$ cat src/design/uart_pkg.sv
package uart_pkg;

    // Bus geometry
    localparam int unsigned ADDR_W = 4;
    localparam int unsigned DATA_W = 32;

    // Register map
    localparam logic [ADDR_W-1:0] REG_SEND   = 4'd0;
    localparam logic [ADDR_W-1:0] REG_STATUS = 4'd1;
    localparam logic [ADDR_W-1:0] REG_RECV   = 4'd2;

    // Baud timing on clk_bus
    localparam int unsigned OVERSAMPLE   = 16;                      // Ticks per bit
    localparam int unsigned BAUD_DIV     = 4;                       // Clocks per tick
    localparam int unsigned CLKS_PER_BIT = OVERSAMPLE * BAUD_DIV;   // 64 clocks
    localparam int unsigned OS_CNT_W     = $clog2(OVERSAMPLE);
    localparam int unsigned DIV_CNT_W    = $clog2(BAUD_DIV);

    // 8N1 frame is start + 8 data + stop
    localparam int unsigned FRAME_BITS = 10;

    // Status word bit positions
    localparam int unsigned STAT_TX_IDLE   = 0;
    localparam int unsigned STAT_RX_VALID  = 1;
    localparam int unsigned STAT_OVERRUN   = 2;
    localparam int unsigned STAT_FRAME_ERR = 3;

    // One bus access as seen by the register block
    typedef struct packed {
        logic [ADDR_W-1:0] address;
        logic              read;
        logic              write;
        logic [DATA_W-1:0] wdata;
    } bus_req_t;

    // Layout matches the STAT_* positions, tx_idle in bit 0
    typedef struct packed {
        logic frame_err;
        logic overrun;
        logic rx_valid;
        logic tx_idle;
    } uart_status_t;

endpackage

$ cat src/design/uart_regs.sv
module uart_regs import uart_pkg::*; (
    input  logic              clk_bus,
    input  logic              rst_n,
    input  bus_req_t          bus_req_i,
    input  logic              tx_busy_i,
    input  logic              rx_done_i,
    input  logic [7:0]        rx_byte_i,
    input  logic              frame_err_i,
    output logic [DATA_W-1:0] bus_data_o,
    output logic              tx_start_o,
    output logic [7:0]        tx_data_o
);

    logic         wr_send;
    logic         wr_status;
    logic         clr_valid;
    logic         clr_overrun;
    logic         clr_frame;
    logic         valid_eff;
    logic         rx_valid_q;
    logic         overrun_q;
    logic         frame_err_q;
    logic [7:0]   rx_data_q;
    uart_status_t status;

    assign wr_send   = bus_req_i.write && (bus_req_i.address == REG_SEND);
    assign wr_status = bus_req_i.write && (bus_req_i.address == REG_STATUS);

    // Clear-on-write masks
    assign clr_valid   = wr_status && bus_req_i.wdata[STAT_RX_VALID];
    assign clr_overrun = wr_status && bus_req_i.wdata[STAT_OVERRUN];
    assign clr_frame   = wr_status && bus_req_i.wdata[STAT_FRAME_ERR];

    // A byte arriving together with a clear is not an overrun
    assign valid_eff = rx_valid_q && !clr_valid;

    // Started in the same cycle so tx_idle drops at the write edge
    assign tx_start_o = wr_send && !tx_busy_i;     // Busy write is dropped
    assign tx_data_o  = bus_req_i.wdata[7:0];

    assign status.frame_err = frame_err_q;
    assign status.overrun   = overrun_q;
    assign status.rx_valid  = rx_valid_q;
    assign status.tx_idle   = !tx_busy_i;

    always_ff @(posedge clk_bus or negedge rst_n) begin
        if (!rst_n) begin
            rx_valid_q  <= 1'b0;
            overrun_q   <= 1'b0;
            frame_err_q <= 1'b0;
            rx_data_q   <= 8'h00;
        end else begin
            if (clr_valid) begin
                rx_valid_q <= 1'b0;
            end
            if (clr_overrun) begin
                overrun_q <= 1'b0;
            end
            if (clr_frame) begin
                frame_err_q <= 1'b0;
            end
            if (rx_done_i) begin
                if (valid_eff) begin
                    overrun_q <= 1'b1;     // Old byte kept
                end else begin
                    rx_data_q  <= rx_byte_i;
                    rx_valid_q <= 1'b1;
                end
            end
            if (frame_err_i) begin
                frame_err_q <= 1'b1;
            end
        end
    end

    // Registered read data, held until the next read
    always_ff @(posedge clk_bus or negedge rst_n) begin
        if (!rst_n) begin
            bus_data_o <= '0;
        end else if (bus_req_i.read) begin
            case (bus_req_i.address)
                REG_STATUS: bus_data_o <= DATA_W'(status);
                REG_RECV:   bus_data_o <= DATA_W'(rx_data_q);
                default:    bus_data_o <= '0;
            endcase
        end
    end

endmodule

$ cat src/design/uart_baud_gen.sv
module uart_baud_gen import uart_pkg::*; (
    input  logic clk_bus,
    input  logic rst_n,
    output logic os_tick_o,
    output logic bit_tick_o
);

    logic [DIV_CNT_W-1:0] div_cnt_q;
    logic [OS_CNT_W-1:0]  os_cnt_q;
    logic                 div_wrap;

    assign div_wrap = (div_cnt_q == DIV_CNT_W'(BAUD_DIV - 1));

    always_ff @(posedge clk_bus or negedge rst_n) begin
        if (!rst_n) begin
            div_cnt_q  <= '0;
            os_cnt_q   <= '0;
            os_tick_o  <= 1'b0;
            bit_tick_o <= 1'b0;
        end else begin
            div_cnt_q  <= div_wrap ? '0 : div_cnt_q + 1'b1;
            os_tick_o  <= div_wrap;                     // One clock wide
            bit_tick_o <= div_wrap && (os_cnt_q == OS_CNT_W'(OVERSAMPLE - 1));
            if (div_wrap) begin
                os_cnt_q <= os_cnt_q + 1'b1;           // Wraps at OVERSAMPLE
            end
        end
    end

endmodule

$ cat src/design/uart_tx.sv
module uart_tx import uart_pkg::*; (
    input  logic       clk_bus,
    input  logic       rst_n,
    input  logic       bit_tick_i,
    input  logic       tx_start_i,
    input  logic [7:0] tx_data_i,
    output logic       txd_o,
    output logic       tx_busy_o
);

    logic [FRAME_BITS-1:0] frame_q;
    logic [3:0]            bit_cnt_q;
    logic                  busy_q;
    logic                  frame_done;

    assign frame_done = (bit_cnt_q == 4'(FRAME_BITS));
    assign tx_busy_o  = busy_q;

    // Frame shifts out LSB first and refills with idle ones
    always_ff @(posedge clk_bus) begin
        if (tx_start_i && !busy_q) begin
            frame_q <= {1'b1, tx_data_i, 1'b0};        // Stop, data, start
        end else if (busy_q && bit_tick_i) begin
            frame_q <= {1'b1, frame_q[FRAME_BITS-1:1]};
        end
    end

    always_ff @(posedge clk_bus or negedge rst_n) begin
        if (!rst_n) begin
            busy_q    <= 1'b0;
            bit_cnt_q <= '0;
            txd_o     <= 1'b1;                         // Line idles high
        end else if (!busy_q) begin
            if (tx_start_i) begin
                busy_q    <= 1'b1;                     // Wait for next bit tick
                bit_cnt_q <= '0;
            end
        end else if (bit_tick_i) begin
            if (frame_done) begin
                busy_q <= 1'b0;                        // Stop bit served its full period
            end else begin
                txd_o     <= frame_q[0];
                bit_cnt_q <= bit_cnt_q + 1'b1;
            end
        end
    end

endmodule

$ cat src/design/uart_rx.sv
module uart_rx import uart_pkg::*; (
    input  logic       clk_bus,
    input  logic       rst_n,
    input  logic       os_tick_i,
    input  logic       rxd_i,
    output logic       rx_done_o,
    output logic [7:0] rx_byte_o,
    output logic       frame_err_o
);

    typedef enum logic [1:0] {
        RX_IDLE,
        RX_START,
        RX_DATA,
        RX_STOP
    } rx_state_e;

    rx_state_e           state_q;
    logic [1:0]          sync_q;
    logic                rxd_prev_q;
    logic                rxd_s;
    logic                fall;
    logic [OS_CNT_W-1:0] tick_cnt_q;
    logic [2:0]          bit_cnt_q;
    logic                half_bit;
    logic                full_bit;

    assign rxd_s    = sync_q[1];
    assign fall     = rxd_prev_q && !rxd_s;
    assign half_bit = os_tick_i && (tick_cnt_q == OS_CNT_W'(OVERSAMPLE / 2 - 1));
    assign full_bit = os_tick_i && (tick_cnt_q == OS_CNT_W'(OVERSAMPLE - 1));

    always_ff @(posedge clk_bus or negedge rst_n) begin
        if (!rst_n) begin
            sync_q     <= 2'b11;
            rxd_prev_q <= 1'b1;
        end else begin
            sync_q     <= {sync_q[0], rxd_i};          // Two-flop synchronizer
            rxd_prev_q <= rxd_s;
        end
    end

    // Data bits enter at the top, LSB ends up in bit 0
    always_ff @(posedge clk_bus) begin
        if (state_q == RX_DATA && full_bit) begin
            rx_byte_o <= {rxd_s, rx_byte_o[7:1]};
        end
    end

    always_ff @(posedge clk_bus or negedge rst_n) begin
        if (!rst_n) begin
            state_q     <= RX_IDLE;
            tick_cnt_q  <= '0;
            bit_cnt_q   <= '0;
            rx_done_o   <= 1'b0;
            frame_err_o <= 1'b0;
        end else begin
            rx_done_o   <= 1'b0;
            frame_err_o <= 1'b0;
            if (os_tick_i) begin
                tick_cnt_q <= tick_cnt_q + 1'b1;
            end
            case (state_q)
                RX_IDLE: begin
                    tick_cnt_q <= '0;
                    if (fall) begin
                        state_q <= RX_START;
                    end
                end
                RX_START: begin
                    if (half_bit) begin
                        tick_cnt_q <= '0;              // Realign on mid-bit
                        bit_cnt_q  <= '0;
                        state_q    <= rxd_s ? RX_IDLE : RX_DATA;   // Glitch reject
                    end
                end
                RX_DATA: begin
                    if (full_bit) begin
                        bit_cnt_q <= bit_cnt_q + 1'b1;
                        if (bit_cnt_q == 3'd7) begin
                            state_q <= RX_STOP;
                        end
                    end
                end
                default: begin
                    if (full_bit) begin
                        rx_done_o   <= rxd_s;
                        frame_err_o <= !rxd_s;         // Stop bit must be high
                        state_q     <= RX_IDLE;
                    end
                end
            endcase
        end
    end

endmodule

$ cat src/design/uart_top.sv
module uart_top import uart_pkg::*; (
    input  logic              clk_bus,
    input  logic              rst_n,
    input  logic [ADDR_W-1:0] bus_address_i,
    input  logic [DATA_W-1:0] bus_data_i,
    input  logic              bus_read_i,
    input  logic              bus_write_i,
    input  logic              rxd_i,
    output logic [DATA_W-1:0] bus_data_o,
    output logic              txd_o
);

    bus_req_t   bus_req;
    logic       os_tick;
    logic       bit_tick;
    logic       tx_start;
    logic [7:0] tx_data;
    logic       tx_busy;
    logic       rx_done;
    logic [7:0] rx_byte;
    logic       frame_err_p;

    assign bus_req = '{address: bus_address_i, read: bus_read_i,
                       write: bus_write_i, wdata: bus_data_i};

    uart_regs u_regs (
        .clk_bus     (clk_bus),
        .rst_n       (rst_n),
        .bus_req_i   (bus_req),
        .tx_busy_i   (tx_busy),
        .rx_done_i   (rx_done),
        .rx_byte_i   (rx_byte),
        .frame_err_i (frame_err_p),
        .bus_data_o  (bus_data_o),
        .tx_start_o  (tx_start),
        .tx_data_o   (tx_data)
    );

    uart_baud_gen u_baud (
        .clk_bus    (clk_bus),
        .rst_n      (rst_n),
        .os_tick_o  (os_tick),
        .bit_tick_o (bit_tick)
    );

    uart_tx u_tx (
        .clk_bus    (clk_bus),
        .rst_n      (rst_n),
        .bit_tick_i (bit_tick),
        .tx_start_i (tx_start),
        .tx_data_i  (tx_data),
        .txd_o      (txd_o),
        .tx_busy_o  (tx_busy)
    );

    uart_rx u_rx (
        .clk_bus     (clk_bus),
        .rst_n       (rst_n),
        .os_tick_i   (os_tick),
        .rxd_i       (rxd_i),
        .rx_done_o   (rx_done),
        .rx_byte_o   (rx_byte),
        .frame_err_o (frame_err_p)
    );

endmodule

$ cat config.mk
export PLATFORM = sky130hd
export DESIGN_NAME = uart_top
export DESIGN_NICKNAME = d
export VERILOG_FILES = /design/src/design/uart_pkg.sv /design/src/design/uart_regs.sv /design/src/design/uart_baud_gen.sv /design/src/design/uart_tx.sv /design/src/design/uart_rx.sv /design/src/design/uart_top.sv
export SDC_FILE = /design/constraint.sdc
export NUM_CORES = 1
export LEC_CHECK = 0
export ABC_AREA = 1
export BUFFER_PORTS_ARGS = -buffer_cell sky130_fd_sc_hd__buf_4
export CAP_MARGIN = 20
export CORE_ASPECT_RATIO = 1.25
export CORE_UTILIZATION = 53
export DETAILED_ROUTE_END_ITERATION = 6
export PLACE_DENSITY = 0.89
export SYNTH_ARGS = -nofsm -noshare
export SYNTH_HDL_FRONTEND = slang
export SYNTH_SLANG_ARGS = --single-unit
$ cat constraint.sdc
create_clock -name clk_bus -period 1.8 [get_ports clk_bus]
set_input_delay 0.18 -clock clk_bus [delete_from_list [all_inputs] [get_ports clk_bus]]
set_output_delay 0.18 -clock clk_bus [all_outputs]
set_load 0.005 [all_outputs]
==> flow_metrics.env <==
export IMPL_setup_violations_final=0
export IMPL_cts_sinks=64
export IMPL_path_max_fanout=6
export IMPL_diodes=0
export IMPL_yosys_top_cells_count="nand2_1, dfrtp_1, buf_4"
export IMPL_synth_most_common_cell="nand2_1"
export IMPL_fin_setup_tns_ns=0
export IMPL_clock_skew_ns=0.00701
export IMPL_area_growth_syn_to_layout_pct=13.3
export IMPL_num_vias=2068
export IMPL_hpwl_mm=3.37
export IMPL_gp_congestion=0.763
export IMPL_worstSetupEndpointType="register"
export IMPL_fin_area_um2=3400
export IMPL_track_usage_pct=18.2
export IMPL_drive_above_1_share_pct=17.9
export IMPL_ys_seq_area_share_pct=56.0
export IMPL_status="complete, no violations"
export IMPL_ir_drop_mv=0.515
export IMPL_vias_per_cell=4.97
export IMPL_grt_pass1_wl_mm=8.50
export IMPL_clk_path_buf_depth=2
export IMPL_cts_tree="done"
export IMPL_clk_pin_slew_ns=0.07
export IMPL_start_kind="register"
export IMPL_ant_nets=0
export IMPL_hold_depth=3
export IMPL_drt_pass1_iter_count=5
export IMPL_synth_area_um2=3000
export IMPL_synth_edff_count=16
export IMPL_post_cts_buffers=0
export IMPL_cts_htree_levels=3
export IMPL_drc=0
export IMPL_tightest_slew_ns=0.566
export IMPL_drt_initial_drc_count=127
export IMPL_worst_r2r_path_depth=8
export IMPL_grt_max_degree=48
export IMPL_wl_mm=4.83
export IMPL_die_w_um=69.3
export IMPL_post_route_period_util_pct=87.5
export IMPL_cts_buffers=9
export IMPL_fp_coreArea_um2=5440
export IMPL_start_util_pct=55.2
export IMPL_clock_latency_ns=0.34
export IMPL_p_leak_nw=1.78
export IMPL_synth_ff_type="dfrtp_1"
export IMPL_finalCriticalPeriod_ns=1.58
export IMPL_drv_slew=0
export IMPL_clock_fmax_ghz=0.635
export IMPL_synth_top_area_share_pct=35.8
export IMPL_synth_cell_types=31
export IMPL_power_w=0.00344
export IMPL_grt_pass1_vias=2040
export IMPL_ys_async_sr_fraction_pct=73.4
export IMPL_wl_per_cell_um=11.6
export IMPL_grt_overflow_total=0
export IMPL_dieArea_um2=5980
export IMPL_synth_area_leaders="dfrtp_1, edfxtp_1, nand2_1"
export IMPL_port_buffers=25
export IMPL_rsz0062_at_grt="no"
export IMPL_ys_warn_count=0
export IMPL_cts_root_buf="clkbuf_8"
export IMPL_crit_arrival_ns=1.81
export IMPL_postSynthAreaPerCell_um2=9.63
export IMPL_cts_resized=0
export IMPL_drv_cap=0
export IMPL_slew_headroom_pct=62.3
export IMPL_synth_seq_cells=64
export IMPL_synth_top_cell_by_area="dfrtp_1"
export IMPL_grt_antenna_before_repair=0
export IMPL_synthCells=312
export IMPL_io_pins=74
export IMPL_critPathKind="reg -> reg"
export IMPL_rows=30
export IMPL_cp_required_ns=2.03
export IMPL_dpl_instance_area_um2=3160
export IMPL_nets=400
export IMPL_hold_viol=0
export IMPL_die_height_um=86.2
export IMPL_hold_path_class="in -> reg"
export IMPL_p_per_area_nw_per_um2=1010
==> flip-flops by register name, summed over array words and instances (netlist names) <==
signal              cells
u_rx.sync_q             2
u_regs.overrun_q        1
u_rx.state_q            2
u_tx.tx_busy_o          1
u_rx.tick_cnt_q         4
u_rx.rx_byte_o          8
u_regs.bus_data_o       8
u_tx.bit_cnt_q          4
u_rx.frame_err_o        1
u_tx.txd_o              1
u_regs.rx_valid_q       1
u_rx.rxd_prev_q         1
u_rx.rx_done_o          1
u_baud.os_cnt_q         4
u_rx.bit_cnt_q          3
u_baud.bit_tick_o       1
u_tx.frame_q            9
u_baud.div_cnt_q        2
u_regs.frame_err_q      1
u_regs.rx_data_q        8
u_baud.os_tick_o        1
==> layer usage <==
| layer | global-route usage [%] | up-vias | part of all wire (%) |
|---|---|---|---|
| met3 | 5.00 | 11 | 3.5 |
| met1 | 20.7 | 992 | 43 |
| li1 | - | 1026 | - |
| met4 | 10.6 | 0 | 2.5 |
| met2 | 30.8 | 39 | 51 |
| met5 | 0 | - | 0 |
==> metrics by stage <==
| stage | utilization, % | hold slack, ns | instances | setup WS [ns] |
|---|---|---|---|---|
| 2_1_floorplan | - | -0.116 | 335 | 0.205 |
| 3_5_place_dp | 58.1 | 0.220 | 398 | 0.247 |
| 5_1_grt | 62.6 | 0.0983 | 416 | 0.00925 |
| 4_1_cts | 62.6 | 0.0880 | 416 | 0.226 |
| 6_report | 62.6 | 0.100 | 416 | 0.224 |
| 3_3_place_gp | 58.1 | 0.218 | 398 | 0.301 |
==> report_power, final <==
part           total (W)  switching [W]  internal (W)
clock            0.00135       0.000568      0.000778
sequential       0.00160      0.0000548       0.00154
combinational   0.000499       0.000319      0.000181
==> layout by cell type (no fill, tap or decap), types with 3 or more instances in the layout <==
cell / instances
o21ai_0: 10
inv_1: 24
dfrtp_1: 43
conb_1: 24
dfstp_2: 4
buf_4: 27
edfxtp_1: 16
nor2_1: 16
a21oi_1: 6
clkbuf_8: 9
nand2_1: 98
nand4_1: 9
nand3_1: 20
clkinvlp_4: 3
xor2_1: 4
nand2_2: 5
ha_1: 12
==> cells by family (layout without fill, tap and decap cells) <==
family	count (synthesis)	count (layout)	synth area share [%]
and+or+nand+nor	155	155	22.5
DFF	64	64	56.0
buffers and inverters	54	71	10.5
AOI/OAI and AO/OA	20	20	4.12
adders and majority gates	12	12	5.00
xor gates and xnor gates	5	5	1.46
other	1	24	0.125
muxes	1	1	0.375
==> worst paths after layout <==
| check | startpoint | to | slack, ns |
|---|---|---|---|
| hold reg to reg | u_rx.sync_q[0] | u_rx.sync_q[1] | 0.36 |
| max in group asynchronous | rst_n | u_tx.txd_o | 1.04 |
| hold / removal | bus_data_i[0] | u_tx.frame_q[1] | 0.1 |
| setup / recovery | u_rx.state_q[0] | u_rx.state_q[0] | 0.22 |
| min in group asynchronous | rst_n | u_regs.rx_data_q[6] | 0.38 |
| setup reg to reg | u_rx.state_q[0] | u_rx.state_q[0] | 0.22 |
==> critical path: stages (launching register included) <==
cell and delay (ns):
dfrtp_1 0.44, inv_1 0.09, ha_1 0.28, inv_1 0.14, nor2_1 0.06, a21oi_1 0.21
nand3_1 0.13, nand2_1 0.07, nand2_1 0.05
==> layout make-up <==
class	instances	area (um2)
Clock buffer	9	124
Clock inverter	7	96.3
Fill cell	450	2040
Inverter	26	105
Multi-Input combinational cell	217	1090
Sequential cell	64	1680
Tap cell	64	80.1
Timing Repair Buffer	29	223
==> what timing repair did <==
item / in CTS / in global routing
hold buffers: 2 / 0
endpoints found under the setup margin: 0 / 0
hold endpoints to repair: 44 / 0
(Power assumes the default switching activity.)
